<file path="config.mk">
export PLATFORM = sky130hd
export DESIGN_NAME = pipe_classify
export DESIGN_NICKNAME = d
export VERILOG_FILES = /design/src/hdl/issue_pkg.sv /design/src/hdl/pipe_classify.sv
export VERILOG_INCLUDE_DIRS = /design/src /design/src/hdl
export SDC_FILE = /design/constraint.sdc
export NUM_CORES = 1
export LEC_CHECK = 0
export ABC_AREA = 0
export BUFFER_PORTS_ARGS = -buffer_cell sky130_fd_sc_hd__buf_2
export CAP_MARGIN = 20
export CORE_AREA = 2 2 323 325
export DETAILED_ROUTE_END_ITERATION = 6
export DIE_AREA = 0 0 325 327
export PLACE_DENSITY = 0.3
export SYNTH_ARGS = -nofsm -noshare
export SYNTH_HDL_FRONTEND = slang
export SYNTH_SLANG_ARGS = --single-unit
</file>
<file path="constraint.sdc">
create_clock -name vclk -period 2.4
set_input_delay 0.12 -clock vclk [all_inputs]
set_output_delay 0.12 -clock vclk [all_outputs]
set_load 0.1 [all_outputs]
</file>
<file path="src/hdl/issue_settings.svh">
`ifndef ISSUE_SETTINGS_SVH
`define ISSUE_SETTINGS_SVH

// window geometry.
`define ISSUE_DEPTH     8
`define ISSUE_KEY_BITS  3

`define INST_WIDTH      32
`define ADDR_WIDTH      32
`define ID_WIDTH        6
`define REG_BITS        5

// instruction fields.
`define OPCODE_MSB      31
`define OPCODE_LSB      26
`define RS_MSB          25
`define RS_LSB          21
`define RT_MSB          20
`define RT_LSB          16
`define RD_MSB          15
`define RD_LSB          11

`define OP_NOP          6'b000000
`define OP_JR           6'b000001
`define OP_CMP          6'b000110  // register compares.
`define OP_TEST         6'b000111
`define OP_CMPI         6'b010110  // immediate compares.
`define OP_TESTI        6'b010111
`define OP_LW           6'b100000
`define OP_SW           6'b100001

// top two opcode bits.
`define OP_GRP_ALU_REG  2'b00
`define OP_GRP_ALU_IMM  2'b01
`define OP_GRP_MEM      2'b10
`define OP_GRP_BRANCH   2'b11

`endif

</file>
<file path="src/hdl/issue_pkg.sv">
`include "issue_settings.svh"

package issue_pkg;

  //////////////////////////////////////////////////////////////////////
  // window payload
  //////////////////////////////////////////////////////////////////////

  typedef struct packed {
    logic                   branch_taken;
    logic [`ADDR_WIDTH-1:0] branch_target;
    logic [`ID_WIDTH-1:0]   id;
    logic [`INST_WIDTH-1:0] instruction;
    logic [`ADDR_WIDTH-1:0] pc;
  } instr_entry_t;

  //////////////////////////////////////////////////////////////////////
  // register use of one instruction
  //////////////////////////////////////////////////////////////////////

  typedef struct packed {
    logic [`REG_BITS-1:0] src0;
    logic [`REG_BITS-1:0] src1;
    logic [`REG_BITS-1:0] dest;
    logic                 uses_src0;
    logic                 uses_src1;
    logic                 writes_dest;
  } reg_use_t;

  // lane an instruction needs.
  typedef enum logic [1:0] {
    pipe_any    = 2'd0,
    pipe_branch = 2'd1,  // slot 0 lane.
    pipe_memory = 2'd2   // slot 1 lane.
  } pipe_class_t;

  //////////////////////////////////////////////////////////////////////
  // issue slot
  //////////////////////////////////////////////////////////////////////

  // all zero when nothing issues.
  typedef struct packed {
    logic         valid;
    instr_entry_t entry;
  } issue_slot_t;

endpackage

</file>
<file path="src/hdl/pipe_classify.sv">
`timescale 1ns/1ps

`include "issue_settings.svh"

module pipe_classify (
  input  issue_pkg::instr_entry_t  entries    [`ISSUE_DEPTH],
  output issue_pkg::pipe_class_t   pipe_class [`ISSUE_DEPTH]
);
  import issue_pkg::*;

  function automatic pipe_class_t classify(input logic [`OPCODE_MSB-`OPCODE_LSB:0] op);
    pipe_class_t c;
    if (op[$high(op) -: 2] == `OP_GRP_MEM)
      c = pipe_memory;
    else if (op[$high(op) -: 2] == `OP_GRP_BRANCH)
      c = pipe_branch;
    // compares and jr feed the branch unit too.
    else if (op == `OP_JR || op == `OP_CMP || op == `OP_TEST ||
             op == `OP_CMPI || op == `OP_TESTI)
      c = pipe_branch;
    else
      c = pipe_any;
    return c;
  endfunction

  always_comb begin
    for (int i = 0; i < `ISSUE_DEPTH; i++) begin
      pipe_class[i] = classify(entries[i].instruction[`OPCODE_MSB:`OPCODE_LSB]);
    end
  end

endmodule

</file>
==> key figures <==
STA
  • Final TNS setup: 0 ns
  • WHS: approximately 0.65 ns
  • Final WS setup: 0.836 ns
  • Final min period: 1.56 ns
  • Slew Limit Fails: 0
  • Fmax: 639 MHz
  • Max-Slew Margin vs Limit: approximately half
  • Slew @ Worst Pin: 0.772 ns
  • Final Cycle Share: approximately 65%
  • Hold Vio Cnt, Final: 0
  • Final setup fails: 0
  • RSZ-0062 raised after global routing: no

Detailed routing
  • DRT Pass-1 Iters: 4
  • Vias per cell: around 0.43
  • Final wirelength: 3770 µm
  • Drt wl/cell: 2.53 µm
  • DRT iter0 DRCs: 9
  • Vias: 643
  • Post-DRT Antenna Nets: 0
  • DRC: 0

Critical path
  • Crit path kind: in -> out
  • Data required, critical path: 2.28 ns
  • Worst Path Max Fanout: 2
  • Crit path capture type: output pin
  • CP Launch Type: input pin
  • Crit. Startpoint: entries[677]
  • Worst EP arrival: 1.44 ns

CTS
  • CTS resizes: 0
  • Postcts setup bufs: 0
  • Hold_buf cts: 0

Synthesis
  • Syn Nets: 871
  • Synthesized instance count: 47
  • Syn Area/Cell: 7.45 µm²
  • Post-Syn Area: 350 µm²
  • Synth cell types: 10
  • Sequential fraction of the synthesis area: 0%
  • Ys Warns: 0

Pwr
  • Max VDD drop: 0.133 mV
  • Static Leak: 0.412 nW
  • Pwr Total: 0.245 mW
  • PwrDens: 102 nW/µm²

Floorplan
  • DIE WIDTH: ~330 µm
  • Cell Rows: 118
  • Core area: 103000 µm²
  • I/O pin count: 840
  • Die Span Y: 327 µm
  • Die area: about 110000 µm²
  • Initial Util: less than 1%

Finish
  • Area growth syn-to-layout: 584%
  • Reg area: 0 µm²
  • Layout cell share with drive strength beyond 1: 59.5%
  • Most common cell after layout, fill and taps aside: buf_2
  • Ant. Diodes: 0
  • Clkbuf count: 0
  • # nets final: around 940
  • Commonest cells after routing, fill and taps aside: 64 x buf_2, 8 x nor2b_1
  • Layout fillers: 12335
  • Seq_cells: 0

Place
  • Gp weighted congestion: 0.581
  • Worst slack at placement: 0.830 ns
  • Buffers on Ports: 64

Global route
  • Initial antenna violation count: 4
  • Largest net degree at the start of global routing: 5
  • Global route overflow: 0
  • Total track usage: 0.662%
  • First-pass GRT wire length: approximately 4600 µm
  • Number of global-route vias before repair: 556

Hold path
  • HP Start: entries[371]
  • HP Class: in -> out

Run
  • Max-cap violations: 0

Run status
  • Outcome: complete, no violations
## path summary, 6_finish.rpt
check	end	slack [ns]	cells past startpoint
min	pipe_class[7]	0.65	3
max	pipe_class[12]	0.84	4
## cell usage after synthesis
library cell	n	share of area [%]
a211o_1	7	18
a21oi_1	1	1.4
a221oi_2	1	4.3
and2_1	7	12
inv_1	1	1.1
nor2_1	7	7.5
nor2b_1	8	14
nor4b_1	7	18
nor4bb_1	7	20
or4b_4	1	3.9
## layout make-up
class                           instances  area [µm²]  share of cell area [%]
Inverter                                1        3.75                   0.157
Tap cell                             1380        1730                    72.0
Multi-Input combinational cell         46         347                    14.5
Timing Repair Buffer                   64         320                    13.4
## per-stage QoR
stage | instances | util [%] | cell area, µm²
2_1_floorplan | 47 | - | 350
3_3_place_gp | 1491 | 2.33 | 2400
3_5_place_dp | 1491 | 2.33 | 2400
4_1_cts | 1491 | 2.33 | 2400
5_1_grt | 1491 | 2.33 | 2400
6_report | 1491 | 2.33 | 2400
## worst max-delay path, cell delays in order
cell      delay [ns]
buf_2           0.10
or4b_4          0.52
a221oi_2        0.23
buf_2           0.46
## logic make-up after synthesis
family / count (synthesis) / share of synthesized area, %
AND/OR/NAND/NOR: 37 / 75.7
AO/OA/AOI/OAI: 9 / 23.2
buffers and inverters: 1 / 1.07
## report_power, final
group	leakage, nW	switching [mW]	internal (mW)
Clock	0	0	0
Combinational	0.412	0.183	0.0622
Sequential	0	0	0
Total	0.412	0.183	0.0622
## per-layer routing
metal / track usage (%) / vias up / share of wire, %
met3: 1.09 / 0 / 39
met5: 0 / - / 0
met4: 0 / 0 / 0
li1: - / 317 / -
met1: 0.938 / 254 / 47
met2: 0.358 / 72 / 14
Power figures use the tool's default switching activity.
