## src/hdl/issue_settings.svh

```systemverilog
`ifndef ISSUE_SETTINGS_SVH
`define ISSUE_SETTINGS_SVH

// window geometry.
`define ISSUE_DEPTH     8
`define ISSUE_KEY_BITS  3

`define INST_WIDTH      32
`define ADDR_WIDTH      32
`define ID_WIDTH        6
`define REG_BITS        5

// instruction fields.
`define OPCODE_MSB      31
`define OPCODE_LSB      26
`define RS_MSB          25
`define RS_LSB          21
`define RT_MSB          20
`define RT_LSB          16
`define RD_MSB          15
`define RD_LSB          11

`define OP_NOP          6'b000000
`define OP_JR           6'b000001
`define OP_CMP          6'b000110  // register compares.
`define OP_TEST         6'b000111
`define OP_CMPI         6'b010110  // immediate compares.
`define OP_TESTI        6'b010111
`define OP_LW           6'b100000
`define OP_SW           6'b100001

// top two opcode bits.
`define OP_GRP_ALU_REG  2'b00
`define OP_GRP_ALU_IMM  2'b01
`define OP_GRP_MEM      2'b10
`define OP_GRP_BRANCH   2'b11

`endif

```

## src/hdl/issue_pkg.sv

```systemverilog
`include "issue_settings.svh"

package issue_pkg;

  //////////////////////////////////////////////////////////////////////
  // window payload
  //////////////////////////////////////////////////////////////////////

  typedef struct packed {
    logic                   branch_taken;
    logic [`ADDR_WIDTH-1:0] branch_target;
    logic [`ID_WIDTH-1:0]   id;
    logic [`INST_WIDTH-1:0] instruction;
    logic [`ADDR_WIDTH-1:0] pc;
  } instr_entry_t;

  //////////////////////////////////////////////////////////////////////
  // register use of one instruction
  //////////////////////////////////////////////////////////////////////

  typedef struct packed {
    logic [`REG_BITS-1:0] src0;
    logic [`REG_BITS-1:0] src1;
    logic [`REG_BITS-1:0] dest;
    logic                 uses_src0;
    logic                 uses_src1;
    logic                 writes_dest;
  } reg_use_t;

  // lane an instruction needs.
  typedef enum logic [1:0] {
    pipe_any    = 2'd0,
    pipe_branch = 2'd1,  // slot 0 lane.
    pipe_memory = 2'd2   // slot 1 lane.
  } pipe_class_t;

  //////////////////////////////////////////////////////////////////////
  // issue slot
  //////////////////////////////////////////////////////////////////////

  // all zero when nothing issues.
  typedef struct packed {
    logic         valid;
    instr_entry_t entry;
  } issue_slot_t;

endpackage

```

## src/hdl/operand_hazard.sv

```systemverilog
`timescale 1ns/1ps

`include "issue_settings.svh"

module operand_hazard (
  input  logic [`ISSUE_DEPTH-1:0]   occupied,
  input  issue_pkg::instr_entry_t   entries [`ISSUE_DEPTH],
  input  logic [`INST_WIDTH-1:0]    dec_instruction,
  input  logic                      dec_is_load,
  output logic [`ISSUE_DEPTH-1:0]   ready
);
  import issue_pkg::*;

  reg_use_t                  reg_use [`ISSUE_DEPTH];
  logic [`ISSUE_DEPTH-1:0]   raw_hit;
  logic [`ISSUE_DEPTH-1:0]   load_hit;
  logic [`REG_BITS-1:0]      dec_rt;

  function automatic reg_use_t decode_use(input logic [`INST_WIDTH-1:0] inst);
    reg_use_t                          u;
    logic [`OPCODE_MSB-`OPCODE_LSB:0]  op;
    logic [`REG_BITS-1:0]              rs;
    logic [`REG_BITS-1:0]              rt;
    logic [`REG_BITS-1:0]              rd;
    op = inst[`OPCODE_MSB:`OPCODE_LSB];
    rs = inst[`RS_MSB:`RS_LSB];
    rt = inst[`RT_MSB:`RT_LSB];
    rd = inst[`RD_MSB:`RD_LSB];
    u  = '0;
    if (op == `OP_JR) begin
      u.src0 = rs;
      u.uses_src0 = 1'b1;
    end else if (op != `OP_NOP) begin
      case (inst[`OPCODE_MSB -: 2])
        `OP_GRP_ALU_REG: u = '{src0: rs, src1: rt, dest: rd, uses_src0: 1'b1,
                               uses_src1: 1'b1, writes_dest: 1'b1};
        `OP_GRP_ALU_IMM: u = '{src0: rs, src1: '0, dest: rt, uses_src0: 1'b1,
                               uses_src1: 1'b0, writes_dest: 1'b1};
        `OP_GRP_MEM: begin
          if (op == `OP_LW)
            u = '{src0: rs, src1: '0, dest: rt, uses_src0: 1'b1,
                  uses_src1: 1'b0, writes_dest: 1'b1};
          else if (op == `OP_SW)
            u = '{src0: rs, src1: rt, dest: '0, uses_src0: 1'b1,
                  uses_src1: 1'b1, writes_dest: 1'b0};
        end
        default: u = '0;  // branches.
      endcase
    end
    return u;
  endfunction

  function automatic logic reads_reg(input reg_use_t u, input logic [`REG_BITS-1:0] r);
    return (u.uses_src0 && u.src0 == r) || (u.uses_src1 && u.src1 == r);
  endfunction

  assign dec_rt = dec_instruction[`RT_MSB:`RT_LSB];

  always_comb begin
    for (int i = 0; i < `ISSUE_DEPTH; i++) begin
      reg_use[i] = decode_use(entries[i].instruction);
    end
  end

  always_comb begin
    for (int i = 0; i < `ISSUE_DEPTH; i++) begin
      raw_hit[i] = 1'b0;
      for (int j = 0; j < i; j++) begin  // older entries only.
        if (occupied[j] && reg_use[j].writes_dest && reads_reg(reg_use[i], reg_use[j].dest))
          raw_hit[i] = 1'b1;
      end
      load_hit[i] = dec_is_load && reads_reg(reg_use[i], dec_rt);
    end
  end

  assign ready = occupied & ~raw_hit & ~load_hit;

endmodule

```

## config.mk

```make
export PLATFORM = sky130hd
export DESIGN_NAME = operand_hazard
export DESIGN_NICKNAME = d
export VERILOG_FILES = /design/src/hdl/issue_pkg.sv /design/src/hdl/operand_hazard.sv
export VERILOG_INCLUDE_DIRS = /design/src /design/src/hdl
export SDC_FILE = /design/constraint.sdc
export NUM_CORES = 1
export LEC_CHECK = 0
export BUFFER_PORTS_ARGS = -buffer_cell sky130_fd_sc_hd__buf_2
export CAP_MARGIN = 25
export CORE_AREA = 3 3 337 339
export DETAILED_ROUTE_END_ITERATION = 6
export DIE_AREA = 0 0 340 342
export GPL_TIMING_DRIVEN = 0
export PLACE_DENSITY = 0.33
export SYNTH_ARGS = -nofsm -noshare
export SYNTH_HDL_FRONTEND = slang
export SYNTH_SLANG_ARGS = --single-unit
export TNS_END_PERCENT = 5
```

## constraint.sdc

```tcl
create_clock -name vclk -period 3.5
set_clock_uncertainty 0.15 [all_clocks]
set_input_delay 0.7 -clock vclk [all_inputs]
set_output_delay 0.7 -clock vclk [all_outputs]
set_load 0.01 [all_outputs]
```

==> results of run 1 <==
-- placed cells by master (no fill, tap or decap), types with 15 or more instances in the layout --
| master | instances |
|---|---|
| nand4_1 | 39 |
| a21oi_1 | 21 |
| o21ai_0 | 18 |
| clkbuf_1 | 32 |
| nand2_1 | 78 |
| xor2_1 | 154 |
| nand4b_1 | 15 |
| buf_4 | 50 |
| nor3_1 | 28 |
| xnor2_1 | 170 |
| buf_2 | 138 |
| or4_1 | 17 |
| buf_1 | 18 |
| nand3_1 | 63 |
| nor2_1 | 32 |
| nor4_1 | 33 |
-- path summary, 6_finish.rpt --
path                         start        to  slack, ns  cells past startpoint
worst min-delay path   occupied[0]  ready[0]       1.65                      3
worst max-delay path  entries[473]  ready[6]      -0.69                     11
-- metal layers --
metal	GRT usage (%)	share of wire, %	vias up	wire length, µm
met1	12.6	46	4346	26000
met5	0	0.17	-	99
met3	1.87	6.6	37	3720
met4	0.362	0.65	14	366
li1	-	-	4081	-
met2	15.6	47	320	26500
-- through the flow --
step / cells / setup TNS [ns] / util [%] / setup slack, ns / total power (µW)
final: 2717 / -4.00 / 9.91 / -0.690 / 1480
after CTS: 2687 / -5.01 / 9.42 / -0.820 / 1410
after global placement: 2646 / -13.66 / 8.57 / -2.86 / 1280
after global routing: 2705 / -4.67 / 9.88 / -0.699 / 1580
after floorplan: 1026 / -0.549 / - / -0.132 / 774
after detailed placement: 2664 / -10.53 / 8.80 / -1.56 / 1320
-- critical path, cell delays in order --
cell and delay [ns]:
buf_12 0.11, or3_4 0.41, a22o_4 0.28, buf_4 0.13, or3_1 0.30, nand4b_1 0.18
nor4b_2 0.09, a41oi_1 0.21, nand4_1 0.17, nor4_4 0.53, buf_2 0.23
-- kinds of logic after synthesis --
group	after synthesis	synth area share (%)
buf+inv	116	6.91
simple gates	419	34.0
compound gates	143	14.6
mux	23	3.43
xor+xnor	325	41.1
-- power by group through the flow --
stage / logic [µW] / clock network, µW / registers [µW]
finish: 1480 / 0.000220 / 0
global placement: 1280 / 0 / 0
floorplan: 774 / 0 / 0
detailed placement: 1320 / 0 / 0
CTS: 1410 / 0 / 0
global route: 1580 / 0 / 0
-- area by class of cell --
type                            instances  area [µm²]  area share [%]
Antenna cell                           12        30.0           0.274
Buffer                                 94         544            4.96
Inverter                               16        60.1           0.548
Multi-Input combinational cell        910        7110            64.8
Tap cell                             1488        1860            17.0
Timing Repair Buffer                  197        1360            12.4
-- repair_timing --
action | in CTS | in global routing
pin swaps | 21 | 28
gates cloned | 0 | 0
endpoints found under the setup margin | 8 | 8
resized for setup | 108 | 89
hold endpoints to repair | 0 | 0
buffers inserted | 24 | 23
==> impl_metrics.json, run 1 <==
{
  "status": "complete, but fails checks",
  "failed_checks": "negative setup slack",
  "postPlaceCellArea_mm2": 0.00974,
  "finish.net_count": 2084,
  "cts.hold.buffers_added": 0,
  "hold_violations": 0,
  "synth.top_cells.by_count": "171 x xnor2_1, 154 x xor2_1, 83 x nand2_1",
  "final_critical_path_setup_slack_ns": -0.690,
  "cp-start-kind": "input pin",
  "grt_pass1_wl_um": 74900,
  "max-cap-violations": 0,
  "grt_setup_unrepaired": "yes",
  "synth.yosys.seq_area_share_pct": 0,
  "grt_antenna_before_repair": 32,
  "die_area_mm2": 0.116,
  "n_fill_cell": 13000,
  "netlist.top_cell.by_area": "xnor2_1",
  "total_leakage_power_uw": 0.00357,
  "ys_warn_count": 0,
  "placementRows": 122,
  "hold_path_class": "input pin to output port",
  "via_count": 8798,
  "final_cell_area_mm2": 0.0110,
  "syn_to_layout_area_delta_pct": 58.2,
  "powerDensity_mw_per_mm2": 135,
  "final_min_period_over_clock_period_pct": 120,
  "regArea_um2": 0,
  "yosysMostFrequentCell": "xnor2_1",
  "syn_avg_cell_area_um2": 6.75,
  "grt-ovfl-total": 0,
  "worstMarginPinSlew_ns": 0.921,
  "num-clock-buffers": 0,
  "synth_cell_types": 70,
  "power.share.sequential_pct": 0,
  "detail_route.first_pass.iterations": 5,
  "die_x_um": 340,
  "synth_top_cell_area_share_pct": 21.6,
  "maxSlewHeadroom_pct": 38.6,
  "port-buffer-count": 132,
  "ir_drop_mv": 0.0456,
  "p_int_uw": 586,
  "crit_arrival_ns": 3.34,
  "detail_route.wirelength_um": 56700,
  "drt_drc_violations_left": 0,
  "grt_pass1_vias": 8509,
  "mappedNetlistArea_mm2": 0.00693,
  "syn_nets": 1891,
  "hold_slack_ns": 1.65,
  "ranking_of_synthesized_cells_by_area": "xnor2_1 22%, xor2_1 19%, nand3_1 4.9%",
  "core_area_mm2": 0.111,
  "p_comb_share_pct": 100.0,
  "end_kind": "output port",
  "timing.final.max_slew_violations": 0,
  "setup_viol": 7,
  "grt_max_degree": 11,
  "design.seq.count": 0,
  "chipHeight_um": 342,
  "initial_utilization_pct": 6.26,
  "route.detailed.vias_per_inst": 3.24,
  "power.share.clock_pct": 0,
  "last_weighted_congestion_value_of_the_routability_driven_placer": 0.805,
  "timing.critical_path.fanout_max": 4,
  "detail_placement_hpwl_um": 46600,
  "worst_ep_required_time_ns": 2.65,
  "netSwitchingFraction_pct": 60.4,
  "drt_iter0_markers": 579,
  "netlist_instances": 1026,
  "maxClockFrequency_mhz": 239,
  "routed_wire_length_per_instance_um": 20.9,
  "ios": 873,
  "grtUsageTotal_pct": 9.21,
  "net_sw_power_uw": 894,
  "period_minus_slack_ns": 4.19,
  "ratio_of_cells_with_drive_above_1_in_the_final_layout_pct": 27.4,
  "worstSetupPathType": "input pin to output port",
  "drtAntennaViolNets": 0
}
Power figures use the tool's default switching activity.
==> run 2: changes to the inputs <==
==> constraint.sdc (replaced) <==
create_clock -name vclk -period 3.5
set_clock_uncertainty 0.15 [all_clocks]
set_input_delay 1.05 -clock vclk [all_inputs]
set_output_delay 1.05 -clock vclk [all_outputs]
set_load 0.01 [all_outputs]
==> impl_metrics.json, run 2 (synthesized netlist as in run 1, its figures left out) <==
{
  "hold_slack_ns": 2.36,
  "final_cell_area_mm2": 0.0110,
  "regArea_um2": 0,
  "multiInputGateArea_mm2": 0.00714,
  "worstSetupPathType": "input pin to output port",
  "grt_setup_unrepaired": "yes",
  "via_count": 8831,
  "net_sw_power_uw": 897,
  "p_comb_share_pct": 100.0,
  "port-buffer-count": 132,
  "core_area_mm2": 0.111,
  "post-layout-total-power_uw": 1490,
  "total_leakage_power_uw": 0.00359,
  "timing.critical_path.fanout_max": 4,
  "ir_drop_mv": 0.0465,
  "powerDensity_mw_per_mm2": 135,
  "timing.final.max_slew_violations": 0,
  "n_fill_cell": 13000,
  "netSwitchingFraction_pct": 60.3,
  "power.share.clock_pct": 0,
  "ios": 873,
  "maxClockFrequency_mhz": 203,
  "power.share.sequential_pct": 0,
  "period_minus_slack_ns": 4.92,
  "cts.hold.buffers_added": 0,
  "max-cap-violations": 0,
  "grtUsageTotal_pct": 9.21,
  "drt_iter0_markers": 569,
  "design.seq.count": 0,
  "p_int_uw": 592,
  "final_critical_path_setup_slack_ns": -1.42,
  "chipHeight_um": 342,
  "drtAntennaViolNets": 0,
  "mostFrequentLayoutCells": "170 x xnor2_1, 154 x xor2_1, 134 x buf_2",
  "grt_max_degree": 11,
  "hold_path_class": "input pin to output port",
  "crit_arrival_ns": 3.72,
  "initial_utilization_pct": 6.26,
  "placementRows": 122,
  "finish.net_count": 2084,
  "grt_pass1_wl_um": 74900,
  "postPlaceCellArea_mm2": 0.00974,
  "grt_pass1_vias": 8508,
  "syn_to_layout_area_delta_pct": 59.1,
  "grt-ovfl-total": 0,
  "worstMarginPinSlew_ns": 0.975,
  "final_min_period_over_clock_period_pct": 140,
  "worst_ep_required_time_ns": 2.30,
  "die_x_um": 340,
  "grt_antenna_before_repair": 33,
  "setup_viol": 8,
  "end_kind": "output port",
  "route.detailed.vias_per_inst": 3.25,
  "routed_wire_length_per_instance_um": 20.9,
  "hold_violations": 0,
  "mostFrequentLayoutCell": "xnor2_1",
  "failed_checks": "negative setup slack",
  "cp-start-kind": "input pin",
  "maxSlewHeadroom_pct": 35.0,
  "status": "complete, but fails checks",
  "ratio_of_cells_with_drive_above_1_in_the_final_layout_pct": 28.3,
  "detail_route.wirelength_um": 56800,
  "num-clock-buffers": 0,
  "last_weighted_congestion_value_of_the_routability_driven_placer": 0.805,
  "detail_route.first_pass.iterations": 4,
  "die_area_mm2": 0.116,
  "drt_drc_violations_left": 0,
  "detail_placement_hpwl_um": 46600
}
## run 2: worst paths after layout
kind / start / endpoint / slack [ns] / cells past startpoint
worst min-delay path: occupied[0] / ready[0] / 2.36 / 3
worst max-delay path: entries[473] / ready[6] / -1.42 / 11
## run 2: per-layer routing
metal  vias to the layer above  share of wire (%)  track usage, %
met5                         -               0.17               0
met4                        14               0.62           0.362
met3                        36                6.8            1.87
met2                       339                 47            15.6
met1                      4359                 46            12.6
li1                       4083                  -               -
## run 2: timing repair
| item | in CTS | in global routing |
|---|---|---|
| gates cloned | 0 | 0 |
| pin swaps | 21 | 29 |
| setup endpoints to repair | 8 | 8 |
| resized for setup | 115 | 108 |
| buffers inserted | 24 | 23 |
## run 2: power groups by stage
stage,clock [µW],combinational (µW),sequential (µW)
final,0.000226,1490,0
after global routing,0,1590,0
after CTS,0,1420,0
after detailed placement,0,1320,0
after global placement,0,1280,0
after floorplan,0,774,0
## run 2: critical path, cell delays in order
cell and delay (ns):
buf_12 0.11, or3_4 0.41, a22o_4 0.28, buf_4 0.14
or3_1 0.30, nand4b_1 0.18, nor4b_2 0.09, a41oi_1 0.22
nand4_1 0.17, nor4_4 0.53, buf_2 0.23
## run 2: cell type report
class / count / area share [%]
multi-input cells: 910 / 64.7
well taps: 1488 / 16.9
repair buffers: 197 / 12.4
plain buffers: 94 / 5.21
inverters: 16 / 0.545
diodes: 12 / 0.272
## run 2: per-stage QoR
stage                     utilization, %  setup WS (ns)  setup TNS, ns  instances
final                               9.96          -1.42          -9.23       2717
after global routing                9.94          -1.39          -9.84       2705
after CTS                           9.44          -1.52         -10.35       2687
after detailed placement            8.80          -2.26         -16.13       2664
after global placement              8.57          -3.56         -19.26       2646
after floorplan                        -         -0.832          -5.75       1026
